`src/verilog/div_macros.svh`:
```
`ifndef DIV_MACROS_SVH
`define DIV_MACROS_SVH

// data word width
`define DIV_XLEN 64

// enough bits to count down one step per data bit
`define DIV_CNT_W 6

// bits per lookahead group in the carry-lookahead adder
`define DIV_GROUP 4

`endif

```
`src/verilog/div_pkg.sv`:
```
`include "div_macros.svh"

package div_pkg;

  // operand, magnitude or result word
  typedef logic [`DIV_XLEN-1:0] dword_t;

  // remaining iteration steps
  typedef logic [`DIV_CNT_W-1:0] step_cnt_t;

  // op[0] selects signed operands, op[1] selects the remainder
  typedef logic [1:0] div_op_t;

  // core sequencing
  typedef enum logic [1:0] {
    st_idle,
    st_busy,
    st_fix,
    st_done
  } div_state_t;

endpackage

```
`src/verilog/cla_64.sv`:
```
`timescale 1ns/1ps
`include "div_macros.svh"

module cla_64
  import div_pkg::*;
(
  input  dword_t a,
  input  dword_t b,
  input  logic   cin,
  output dword_t sum,
  output logic   cout
);

  localparam int N  = `DIV_XLEN;
  localparam int G  = `DIV_GROUP;
  localparam int NG = N / G;
  // each super group spans G groups
  localparam int NS = NG / G;

  dword_t          g;
  dword_t          p;
  logic [NG-1:0]   gg;
  logic [NG-1:0]   gp;
  logic [NS-1:0]   sg;
  logic [NS-1:0]   sp;
  logic [NS:0]     sc;
  logic [NG:0]     gc;
  logic [N:0]      c;
  logic [G:0]      t;

  // carries out of every position of one group as a flat sum of products
  function automatic logic [G:0] lookahead(input logic [G-1:0] gi,
                                           input logic [G-1:0] pi,
                                           input logic         ci);
    logic [G:0] cv;
    logic       term;
    logic       pp;
    cv[0] = ci;
    for (int k = 0; k < G; k++) begin
      term = gi[k];
      pp   = pi[k];
      for (int j = k - 1; j >= 0; j--) begin
        term = term | (pp & gi[j]);
        pp   = pp & pi[j];
      end
      cv[k+1] = term | (pp & ci);
    end
    return cv;
  endfunction

  assign g = a & b;
  assign p = a ^ b;

  always_comb begin
    // first level generate and propagate per group
    for (int i = 0; i < NG; i++) begin
      t     = lookahead(g[i*G +: G], p[i*G +: G], 1'b0);
      gg[i] = t[G];
      gp[i] = &p[i*G +: G];
    end
    // second level over the groups
    for (int s = 0; s < NS; s++) begin
      t     = lookahead(gg[s*G +: G], gp[s*G +: G], 1'b0);
      sg[s] = t[G];
      sp[s] = &gp[s*G +: G];
    end
    sc = lookahead(sg, sp, cin);
    // group carries inside each super group
    for (int s = 0; s < NS; s++) begin
      t             = lookahead(gg[s*G +: G], gp[s*G +: G], sc[s]);
      gc[s*G +: G]  = t[G-1:0];
    end
    gc[NG] = sc[NS];
    // bit carries inside each group
    for (int i = 0; i < NG; i++) begin
      t            = lookahead(g[i*G +: G], p[i*G +: G], gc[i]);
      c[i*G +: G]  = t[G-1:0];
    end
    c[N] = gc[NG];
  end

  assign sum  = p ^ c[N-1:0];
  assign cout = c[N];

endmodule

```
`src/verilog/div_nr_core.sv`:
```
`timescale 1ns/1ps
`include "div_macros.svh"

module div_nr_core
  import div_pkg::*;
(
  input  logic   clk,
  input  logic   rst_n,
  input  logic   in_valid,
  output logic   in_ready,
  input  logic   flush,
  input  dword_t dividend_mag,
  input  dword_t divisor_mag,
  output logic   load,
  output dword_t quotient_mag,
  output dword_t remainder_mag,
  output logic   out_valid,
  input  logic   out_ready
);

  localparam int XLEN = `DIV_XLEN;

  div_state_t      state;
  step_cnt_t       cnt;

  // {sign, partial remainder, quotient}
  // the extra sign bit keeps full-width unsigned divisors exact
  logic [2*XLEN:0] rq;
  dword_t          div_q;
  logic [XLEN:0]   div_neg;

  logic            rem_neg;
  dword_t          step_b;
  logic            step_b_msb;
  dword_t          step_sum;
  logic            step_cout;
  logic            step_sign;
  dword_t          fix_sum;

  assign in_ready  = (state == st_idle);
  assign out_valid = (state == st_done);
  assign load      = in_valid & in_ready;

  assign rem_neg = rq[2*XLEN];

  // subtract while the partial remainder is non-negative, else add back
  assign step_b     = rem_neg ? div_q : div_neg[XLEN-1:0];
  assign step_b_msb = rem_neg ? 1'b0 : div_neg[XLEN];

  // low 64 bits of the remainder shifted left by one
  cla_64 step_add_i (
    .a    (rq[2*XLEN-2:XLEN-1]),
    .b    (step_b),
    .cin  (1'b0),
    .sum  (step_sum),
    .cout (step_cout)
  );

  // top bit of the 65-bit step result
  assign step_sign = rq[2*XLEN-1] ^ step_b_msb ^ step_cout;

  // restores a negative final remainder
  cla_64 fix_add_i (
    .a    (rq[2*XLEN-1:XLEN]),
    .b    (div_q),
    .cin  (1'b0),
    .sum  (fix_sum),
    .cout ()
  );

  always_ff @(posedge clk or negedge rst_n) begin
    if (!rst_n) begin
      state <= st_idle;
      cnt   <= '0;
    end else if (flush) begin
      state <= st_idle;
      cnt   <= '0;
    end else begin
      case (state)
        st_idle: begin
          if (load) begin
            state <= st_busy;
            cnt   <= step_cnt_t'(XLEN - 1);
          end
        end
        st_busy: begin
          if (cnt == '0) begin
            state <= st_fix;
          end else begin
            cnt <= cnt - 1'b1;
          end
        end
        st_fix: begin
          state <= st_done;
        end
        st_done: begin
          // hold the result until it is taken
          if (out_ready) begin
            state <= st_idle;
          end
        end
        default: begin
          state <= st_idle;
        end
      endcase
    end
  end

  always_ff @(posedge clk) begin
    if (load) begin
      rq      <= {1'b0, {XLEN{1'b0}}, dividend_mag};
      div_q   <= divisor_mag;
      div_neg <= -{1'b0, divisor_mag};
    end else if (state == st_busy) begin
      // quotient bit is set when the new remainder is non-negative
      rq <= {step_sign, step_sum, rq[XLEN-2:0], ~step_sign};
    end else if (state == st_fix) begin
      if (rem_neg) begin
        rq[2*XLEN:XLEN] <= {1'b0, fix_sum};
      end
    end
  end

  assign quotient_mag  = rq[XLEN-1:0];
  assign remainder_mag = rq[2*XLEN-1:XLEN];

endmodule

```
`src/verilog/div_sign_unit.sv`:
```
`timescale 1ns/1ps
`include "div_macros.svh"

module div_sign_unit
  import div_pkg::*;
(
  input  logic    clk,
  input  logic    rst_n,
  input  logic    load,
  input  dword_t  dividend,
  input  dword_t  divisor,
  input  div_op_t op,
  output dword_t  dividend_mag,
  output dword_t  divisor_mag,
  input  dword_t  quotient_mag,
  input  dword_t  remainder_mag,
  output dword_t  result
);

  localparam int MSB = `DIV_XLEN - 1;

  logic   dividend_neg;
  logic   divisor_neg;
  logic   q_neg_q;
  logic   r_neg_q;
  logic   rem_sel_q;
  logic   div_zero_q;
  dword_t dividend_q;
  dword_t quotient;
  dword_t remainder;

  function automatic dword_t negate(input dword_t v);
    return ~v + dword_t'(1);
  endfunction

  // negative only when the signed bit is set
  assign dividend_neg = op[0] & dividend[MSB];
  assign divisor_neg  = op[0] & divisor[MSB];

  assign dividend_mag = dividend_neg ? negate(dividend) : dividend;
  assign divisor_mag  = divisor_neg ? negate(divisor) : divisor;

  always_ff @(posedge clk or negedge rst_n) begin
    if (!rst_n) begin
      q_neg_q    <= 1'b0;
      r_neg_q    <= 1'b0;
      rem_sel_q  <= 1'b0;
      div_zero_q <= 1'b0;
    end else if (load) begin
      q_neg_q    <= dividend_neg ^ divisor_neg;
      r_neg_q    <= dividend_neg;
      rem_sel_q  <= op[1];
      div_zero_q <= (divisor == '0);
    end
  end

  // original dividend is returned as remainder on divide by zero
  always_ff @(posedge clk) begin
    if (load) begin
      dividend_q <= dividend;
    end
  end

  // most negative / -1 falls out of the magnitude path with no extra case
  assign quotient  = div_zero_q ? '1 :
                     (q_neg_q ? negate(quotient_mag) : quotient_mag);
  assign remainder = div_zero_q ? dividend_q :
                     (r_neg_q ? negate(remainder_mag) : remainder_mag);

  assign result = rem_sel_q ? remainder : quotient;

endmodule

```
`src/verilog/div_top.sv`:
```
`timescale 1ns/1ps

module div_top
  import div_pkg::*;
(
  input  logic    clk,
  input  logic    rst_n,
  input  logic    in_valid,
  output logic    in_ready,
  input  dword_t  dividend,
  input  dword_t  divisor,
  input  div_op_t op,
  input  logic    flush,
  output logic    out_valid,
  input  logic    out_ready,
  output dword_t  result
);

  logic   load;
  dword_t dividend_mag;
  dword_t divisor_mag;
  dword_t quotient_mag;
  dword_t remainder_mag;

  // operand magnitudes in, signed result out
  div_sign_unit sign_i (
    .clk           (clk),
    .rst_n         (rst_n),
    .load          (load),
    .dividend      (dividend),
    .divisor       (divisor),
    .op            (op),
    .dividend_mag  (dividend_mag),
    .divisor_mag   (divisor_mag),
    .quotient_mag  (quotient_mag),
    .remainder_mag (remainder_mag),
    .result        (result)
  );

  div_nr_core core_i (
    .clk           (clk),
    .rst_n         (rst_n),
    .in_valid      (in_valid),
    .in_ready      (in_ready),
    .flush         (flush),
    .dividend_mag  (dividend_mag),
    .divisor_mag   (divisor_mag),
    .load          (load),
    .quotient_mag  (quotient_mag),
    .remainder_mag (remainder_mag),
    .out_valid     (out_valid),
    .out_ready     (out_ready)
  );

endmodule

```
`config.mk`:
```
export PLATFORM = sky130hd
export DESIGN_NAME = div_top
export DESIGN_NICKNAME = d
export VERILOG_FILES = /design/src/verilog/div_pkg.sv /design/src/verilog/cla_64.sv /design/src/verilog/div_nr_core.sv /design/src/verilog/div_sign_unit.sv /design/src/verilog/div_top.sv
export VERILOG_INCLUDE_DIRS = /design/src /design/src/verilog
export SDC_FILE = /design/constraint.sdc
export NUM_CORES = 1
export LEC_CHECK = 0
export CELL_PAD_IN_SITES_DETAIL_PLACEMENT = 1
export CELL_PAD_IN_SITES_GLOBAL_PLACEMENT = 2
export CORE_MARGIN = 2
export CORE_UTILIZATION = 38
export CTS_BUF_LIST = sky130_fd_sc_hd__clkbuf_8
export DETAILED_ROUTE_END_ITERATION = 8
export DONT_BUFFER_PORTS = 1
export GPL_TIMING_DRIVEN = 0
export PLACE_DENSITY_LB_ADDON = 0.1
export SLEW_MARGIN = 20
export SYNTH_ARGS = -nofsm -noshare
export SYNTH_HDL_FRONTEND = slang
export SYNTH_SLANG_ARGS = --single-unit
export TNS_END_PERCENT = 50
```
`constraint.sdc`:
```
create_clock -name clk -period 6.65 [get_ports clk]
set_input_delay 0.9975 -clock clk [delete_from_list [all_inputs] [get_ports clk]]
set_output_delay 0.9975 -clock clk [all_outputs]
set_load 0.02 [all_outputs]
```
## Word level (Yosys, flattened, before mapping)

Cells that the tools add are included.

- Input port bits: 135
- Word-level logic and storage cells: 1003
- Flip-flop bits (word level): 334

- Equal/unequal tests: 7
- Bitwise gates (word level): 911
- $add $sub $neg: 6
- Mux-type cells: 23
- Reduce and logical (&&, ||, !) cells: 44

Operators by type and width:

| cell | count |
|---|---|
| 64-bit 2-to-1 mux | 11 |
| 1-bit AND | 546 |
| 1-bit OR | 351 |
| 64-bit by 1-bit adder with 64-bit output (second input constant) | 4 |
| 64-bit NOT | 4 |
| 64-bit XOR | 4 |
| 65-bit 2-to-1 mux | 2 |
| 4-bit AND reduction | 29 |
| 16-bit AND reduction | 5 |
| 64-bit negator with 65-bit output | 1 |
| 64-bit AND | 1 |
| 64-bit zero test | 1 |
| 63-bit AND | 1 |
| 6-bit 2-to-1 mux | 3 |
| 6-bit case mux with 2 select lines | 1 |
| 2-bit 2-to-1 mux | 4 |
| 2-bit case mux with 4 select lines | 1 |
| 6-bit zero test | 1 |
| 3-bit by 2-bit inequality test with 1-bit output (second input constant) | 2 |
| 3-bit inequality test (second input constant) | 2 |
| 3-bit AND reduction | 2 |
| 2-bit nonzero test | 3 |
| 6-bit by 1-bit subtractor with 6-bit output (second input constant) | 1 |
| 2-bit equality test (second input constant) | 2 |
| 7 further kinds | 9 |

## Longest topological paths before layout

Gate-level depths: netlist (run 1).

- Depth after elaboration: 20
- Mapped depth: 17

## Cells and area by module

A second synthesis (run 1) with hierarchy kept.

- Cells, all modules: 3000
- Area, all modules: 27548.9 sq um

Modules (own cells, without submodules):

| module | area each (sq um) | instances | sequential area each (sq um) | cells an instance |
|---|---|---|---|---|
| div_nr_core | 12979.9 | 1 | 7267.0 | 1142 |
| div_sign_unit | 8712.1 | 1 | 2021.9 | 1131 |
| cla_64 at core_i.fix_add_i | 2930.3 | 1 | 0.0 | 357 |
| cla_64 at core_i.step_add_i | 2926.6 | 1 | 0.0 | 370 |

## Worst setup path before layout (run 1)

Ideal clock, no wire load.

- Kind: input -> register
- Start point: input port in_valid
- End point: register core_i.div_neg[10], enable pin
- Cell stages on the path: 5
- Arrival: 7.091 ns
- Path slack: -1.073 ns
- Path buffers: 3
- Cell sequence: nand2_1 -> clkbuf_1 -> inv_1 -> clkbuf_1 -> clkbuf_1

- Longest elaborated chain between the ends: 1

Ends and longest elaborated chain:

| what | line | RTL |
|---|---|---|
| from (decl) | div_top.sv:8 | `input logic in_valid,` |
| 1-bit AND | div_nr_core.sv:42 | `assign load = in_valid & in_ready;` |
| via core_i.load | div_nr_core.sv:14 | `output logic load,` |
| to (signal assigned) | div_nr_core.sv:113 | `div_neg <= -{1'b0, divisor_mag};` |
| to (decl) | div_nr_core.sv:30 | `logic [XLEN:0] div_neg;` |

The timed path passes the listed nets, and every way through them passes these cells.
A chain may end at the register's enable or synchronous reset.

## Final worst setup path (run 1)

- Start point: register core_i.rq[72]
- End point: output port result[63]

- Longest elaborated chain between the ends: 5

Ends and longest elaborated chain:

| what | line | RTL |
|---|---|---|
| from (decl) | div_nr_core.sv:28 | `logic [2*XLEN:0] rq;` |
| from (signal assigned) | div_nr_core.sv:111 | `rq <= {1'b0, {XLEN{1'b0}}, dividend_mag};` |
| from (signal assigned) | div_nr_core.sv:116 | `rq <= {step_sign, step_sum, rq[XLEN-2:0], ~step_sign};` |
| from (signal, indexed assignment) | div_nr_core.sv:119 | `rq[2*XLEN:XLEN] <= {1'b0, fix_sum};` |
| 64-bit NOT | div_sign_unit.sv:33 | `return ~v + dword_t'(1);` |
| 64-bit by 1-bit adder with 64-bit output | div_sign_unit.sv:33 |  |
| 64-bit 2-to-1 mux | div_sign_unit.sv:68 | `(r_neg_q ? negate(remainder_mag) : remainder_mag);` |
| 64-bit 2-to-1 mux | div_sign_unit.sv:67 | `assign remainder = div_zero_q ? dividend_q :` |
| 64-bit 2-to-1 mux | div_sign_unit.sv:70 | `assign result = rem_sel_q ? remainder : quotient;` |
| to (decl) | div_top.sv:16 | `output dword_t result` |

Every way passes these cells.

==> flow_summary_export.csv, run 1 <==
group,metric,value,unit
sta,max_freq,0.160,GHz
yosys,synth_top_area_frac,0.294,
floorplanning,die_w,266,um
yosys,synth-seq-cells,333,
sta,setup_ws,0.416,ns
place,hpwl,80600,um
critical_path,end_kind,"output pin",
global_routing,grt_util_all_layers,0.276,
floorplanning,start_util,0.383,
drt,drtIter0Drc,1467,
worst_hold_path,min_path_type,"input pin to flip-flop",
place,gp_congestion,0.921,
clock_network,clk_latency,0.70,ns
yosys,async_flop_share,0.0360,
place,dp_slack,0.513,ns
sta,setup-tns-final,0,ns
drt,routedWlPerCell,26.1,um
sta,skew,0.0305,ns
job,cap_violations,0,
clock_network,cts_inserted_buffers,61,
yosys,synth_area_per_cell,9.23,um2
drt,drt_pass1_iterations,5,
sta,holdWs,0.381,ns
cells_and_area,final_core_util,0.419,
clock_network,clock_sinks,333,
yosys,synth.yosys.seq_area_share,0.355,
cells_and_area,n_fill_cell,7882,
yosys,synth_area_leader_cell,"edfxtp_1",
yosys,synth.distinct_cells,99,
drt,vias,22400,
yosys,ys.flop_type,"edfxtp_1",
clock_network,root_buffer,"clkbuf_8",
place,io_buffer_count,0,
critical_path,arrival,5.24,ns
sta,slew-limit-headroom,0.222,
critical_path,critPathMaxFanout,8,
cells_and_area,final_cells,3835,
clock_network,post_cts_resize_count,0,
floorplanning,die_area,70900,um2
cells_and_area,area_growth,9.42,%
floorplanning,die_h,266,um
floorplanning,rows,96,
clock_network,cts_setup_buffers,0,
sta,min_period_over_period,0.938,
drt,vias_per_cell,5.84,
yosys,ys_top_cells_by_area,"edfxtp_1 29%, xnor2_1 7.3%, ha_1 6.6%",
yosys,synthesis.nets,3138,
critical_path,path_class,"flip-flop to output pin",
sta,setup_viol,0,
clock_network,path_clk_slew,0.07,ns
sta,slew_violations,0,
yosys,synth_cells,2834,
pwr,power.density,496,nW/um2
pwr,p_leak,10.4,nW
pwr,p_total,14.2,mW
drt,drtAntennaViolNets,0,
cells_and_area,finish.net_count,3205,
floorplanning,io_pins,201,
global_routing,antenna_found_initial,3,
clock_network,hold_buffers,1,
global_routing,grt_pass1_wl,148000,um
yosys,syn_area,26100,um2
sta,worst_pin_slew,1.17,ns
clock_network,cts_tree,"built",
global_routing,grt_max_degree,93,
sta,fin_crit,6.23,ns
place,dpl.cell_count,3719,
sta,hold_viol,0,
drt,drc,0,
yosys,synth_edf_count,256,
outcome,status,"completed",
cells_and_area,seqCellArea,9290,um2
clock_network,htreeDepth,2,
pwr,vdd_drop_max,189,uV
sta,rsz0062_at_grt,"false",
global_routing,grt_pass1_vias,23400,
clock_network,clockBufferDepth,3,
place,post_dp_cell_area,27400,um2
cells_and_area,multi_input_area,16000,um2
critical_path,critPathLaunchType,"flip-flop",
drt,routed_wl,100000,um
cells_and_area,final_area,28600,um2
cells_and_area,layout-drive-gt1-share,0.0759,
global_routing,overflow,0,
floorplanning,core,68300,um2
critical_path,cp.required,5.65,ns
yosys,yosys_warnings,0,
layer usage:
| metal | wire length (um) | vias to the layer above | track usage |
|---|---|---|---|
| met5 | 0 | - | 0 |
| met4 | 3300 | 0 | 0.0941 |
| met3 | 4170 | 159 | 0.0313 |
| met2 | 47800 | 527 | 0.476 |
| met1 | 45000 | 11100 | 0.359 |
| li1 | - | 10600 | - |
worst paths after layout:
| kind | start | to | slack [ns] | depth (start not counted) |
|---|---|---|---|---|
| worst max-delay path | core_i.rq[72] | result[63] | 0.42 | 10 |
| worst min-delay path | dividend[49] | sign_i.dividend_q[49] | 0.38 | 0 |
| worst max register to register | core_i.rq[128] | core_i.rq[0] | 0.53 | 15 |
| worst min register to register | core_i.cnt[3] | core_i.cnt[3] | 0.56 | 1 |
| max in group asynchronous | rst_n | core_i.cnt[2] | 5.33 | 1 |
| min in group asynchronous | rst_n | sign_i.q_neg_q | 0.82 | 1 |
cell usage after synthesis (49+ instances only):
master	instances
clkbuf_1	105
inv_1	74
dfxtp_1	65
xor2_1	177
nand3_1	49
nand2_1	308
xnor2_1	218
ha_1	137
o22a_1	53
o21ai_0	236
edfxtp_1	256
or3_1	50
nor3_1	56
mux2_2	65
nor2_1	180
o31ai_1	51
a21oi_1	190
logic make-up (layout without fill, tap and decap cells):
logic type | after synthesis | in the layout | synth area share
fa+ha+maj | 169 | 169 | 0.0901
buf+inv | 211 | 329 | 0.0328
other cells | 0 | 1 | 0
simple gates | 858 | 858 | 0.162
xor+xnor | 395 | 395 | 0.132
mux | 89 | 89 | 0.0372
flops | 333 | 333 | 0.355
compound gates | 779 | 779 | 0.191
power by group:
part	internal (mW)	switching, mW	leakage [nW]
registers	3.17	0.869	3.14
clock network	1.11	0.979	0.690
logic	2.76	5.29	6.61
registers in the layout, indices dropped and copies added, names as in the netlist:
register / count
core_i.div_neg: 64
sign_i.q_neg_q: 1
sign_i.rem_sel_q: 1
core_i.div_q: 64
core_i.cnt: 6
core_i.state: 2
sign_i.r_neg_q: 1
core_i.rq: 129
sign_i.dividend_q: 64
sign_i.div_zero_q: 1
cells in the final DEF (no fill, tap or decap), types with 42 or more instances in the layout:
cell type  count
a21o_1        42
a21oi_1      190
clkbuf_1     102
clkbuf_8      65
dfxtp_1       65
edfxtp_1     256
ha_1         137
inv_1         89
mux2_2        65
nand2_1      307
nand3_1       49
nor2_1       179
nor3_1        56
o21ai_0      236
o22a_1        53
o31ai_1       51
or3_1         50
xnor2_1      218
xor2_1       177
final cells by class:
class                      count  share of cell area
multi-input combinational   2290               0.560
clock inverter                51              0.0131
inverter                      76             0.00997
sequential                   333               0.325
tap                          882              0.0386
antenna                        1           0.0000875
clock buffer                  63              0.0303
buffer                       135              0.0204
timing repair buffer           4             0.00324
critical path, stage by stage (launching register included):
cell,delay (ns)
dfxtp_1,0.45
or4_1,0.60
nor4_1,0.66
nand4_1,0.37
or3_1,0.52
or3_1,0.40
or3_1,0.42
o31ai_1,0.39
xor2_1,0.28
o21ai_1,0.10
o22a_1,0.33
Note: power is estimated with default switching activity, not from simulation.
==> run 2: changes to the inputs <==
Settings changed: CORE_ASPECT_RATIO from default to 1.25.
==> flow_summary_export.csv, run 2 (synthesized netlist as in run 1, its figures left out) <==
group,metric,value,unit
cells_and_area,largest_reg_flops,129,
floorplanning,start_util,0.384,
clock_network,clockBufferDepth,3,
critical_path,arrival,5.26,ns
global_routing,antenna_found_initial,3,
sta,setup_ws,0.393,ns
pwr,p_switching,7.03,mW
pwr,p_sw_frac,0.499,
clock_network,clock_sinks,333,
sta,max_freq,0.160,GHz
floorplanning,rows,107,
global_routing,grt_max_degree,91,
pwr,seqPwrFrac,0.285,
cells_and_area,final_core_util,0.419,
pwr,vdd_drop_max,194,uV
sta,slew-limit-headroom,0.184,
pwr,p_leak,10.4,nW
cells_and_area,regMostFlops,"core_i.rq",
sta,hold_viol,0,
clock_network,cts_tree,"built",
place,io_buffer_count,0,
pwr,intPower,7.05,mW
pwr,power.density,492,nW/um2
place,hpwl,81500,um
clock_network,htreeDepth,2,
drt,wl_met1,42300,um
cells_and_area,area_growth,9.31,%
critical_path,critPathLaunchType,"flip-flop",
global_routing,overflow,0,
clock_network,path_clk_slew,0.07,ns
drt,vias_per_cell,5.86,
sta,min_period_over_period,0.941,
floorplanning,io_pins,201,
cells_and_area,layout-drive-gt1-share,0.0747,
drt,routed_wl,101000,um
place,gp_congestion,0.901,
clock_network,cts_inserted_buffers,59,
cells_and_area,finish.net_count,3203,
global_routing,grt_pass1_wl,150000,um
critical_path,end_kind,"output pin",
drt,drtAntennaViolNets,0,
drt,routedWlPerCell,26.3,um
drt,drc,0,
sta,fin_crit,6.26,ns
critical_path,critPathMaxFanout,8,
pwr,power.clock.fraction,0.147,
outcome,status,"completed",
place,dp_slack,0.485,ns
cells_and_area,layout_commonest_cell,"nand2_1",
floorplanning,die_h,297,um
sta,setup_viol,0,
worst_hold_path,min_path_type,"input pin to flip-flop",
drt,drt_pass1_iterations,5,
drt,met2_length,50800,um
pwr,power_frac_comb,0.567,
drt,top_layer_used,"met4",
critical_path,path_class,"flip-flop to output pin",
drt,vias,22400,
clock_network,clk_latency,0.71,ns
sta,rsz0062_at_grt,"false",
clock_network,cts_setup_buffers,0,
cells_and_area,final_cell_mix,"307 x nand2_1, 256 x edfxtp_1, 236 x o21ai_0",
floorplanning,die_w,239,um
job,cap_violations,0,
floorplanning,core,68100,um2
clock_network,post_cts_resize_count,0,
critical_path,cp.required,5.65,ns
sta,slew_violations,0,
drt,met3_length,3750,um
sta,skew,0.0503,ns
global_routing,grt_util_all_layers,0.279,
drt,drtIter0Drc,1110,
global_routing,grt_pass1_vias,23700,
clock_network,root_buffer,"clkbuf_8",
sta,worst_pin_slew,1.22,ns
floorplanning,die_area,70900,um2
run 2: cell types whose count changed in the layout (fill, tap and decap cells not counted), sizes merged:
cell and change:
diode +1, inv -2, bufinv +1, clkinvlp -2, clkinv -3, clkbuf -1
run 2: timing repair:
| item | in CTS | in global routing |
|---|---|---|
| hold buffers | 1 | 0 |
| hold endpoints to repair | 12 | 0 |
| endpoints found under the setup margin | 0 | 0 |
run 2: cell type report:
class / instances / area (um2)
Tap cell: 872 / 1090
Inverter: 76 / 285
Clock buffer: 62 / 853
Fill cell: 7909 / 39600
Antenna cell: 2 / 5.00
Buffer: 135 / 583
Multi-Input combinational cell: 2290 / 16000
Clock inverter: 45 / 365
Sequential cell: 333 / 9290
Timing Repair Buffer: 4 / 92.6
run 2: layer usage:
| layer | up-vias | global-route usage |
|---|---|---|
| met3 | 181 | 0.0371 |
| li1 | 10600 | - |
| met5 | - | 0 |
| met4 | 0 | 0.106 |
| met2 | 513 | 0.502 |
| met1 | 11100 | 0.333 |
run 2: path summary, 6_finish.rpt:
check,from,end,slack [ns],cells past startpoint
worst max-delay path,core_i.rq[72],result[61],0.39,11
worst min-delay path,dividend[51],sign_i.dividend_q[51],0.38,0
worst max register to register,core_i.rq[128],core_i.rq[0],0.52,15
worst min register to register,core_i.cnt[3],core_i.cnt[3],0.53,1
max in group asynchronous,rst_n,core_i.cnt[4],5.30,1
min in group asynchronous,rst_n,sign_i.div_zero_q,0.82,1
run 2: metrics by stage:
stage / power (mW) / cell area [um2] / std cells / hold WS (ns) / TNS [ns]
finish: 14.1 / 28600 / 3819 / 0.379 / 0
global route: 15.0 / 28600 / 3819 / 0.347 / 0
CTS: 14.1 / 28600 / 3817 / 0.328 / 0
detailed placement: 12.0 / 27300 / 3709 / 0.518 / 0
global placement: 11.8 / 27200 / 3706 / 0.507 / -79.74
floorplan: 9.35 / 26100 / 2834 / 0.484 / 0
run 2: critical path, cell delays in order, from the launching register on:
cell     delay [ns]
dfxtp_1        0.44
or4_1          0.59
nor4_1         0.73
nand4_1        0.39
or3_1          0.55
or3_1          0.41
or3_1          0.42
o31ai_1        0.28
xnor2_1        0.20
a21oi_1        0.10
o21ai_0        0.20
o21a_1         0.31
run 2: power by group through the flow:
| stage | Sequential [mW] | Clock [mW] | Combinational [mW] |
|---|---|---|---|
| after floorplan | 3.72 | 0 | 5.63 |
| after global placement | 4.10 | 0 | 7.72 |
| after detailed placement | 4.03 | 0 | 7.96 |
| after CTS | 4.00 | 2.13 | 8.00 |
| after global routing | 4.11 | 2.18 | 8.69 |
| final | 4.02 | 2.07 | 7.98 |
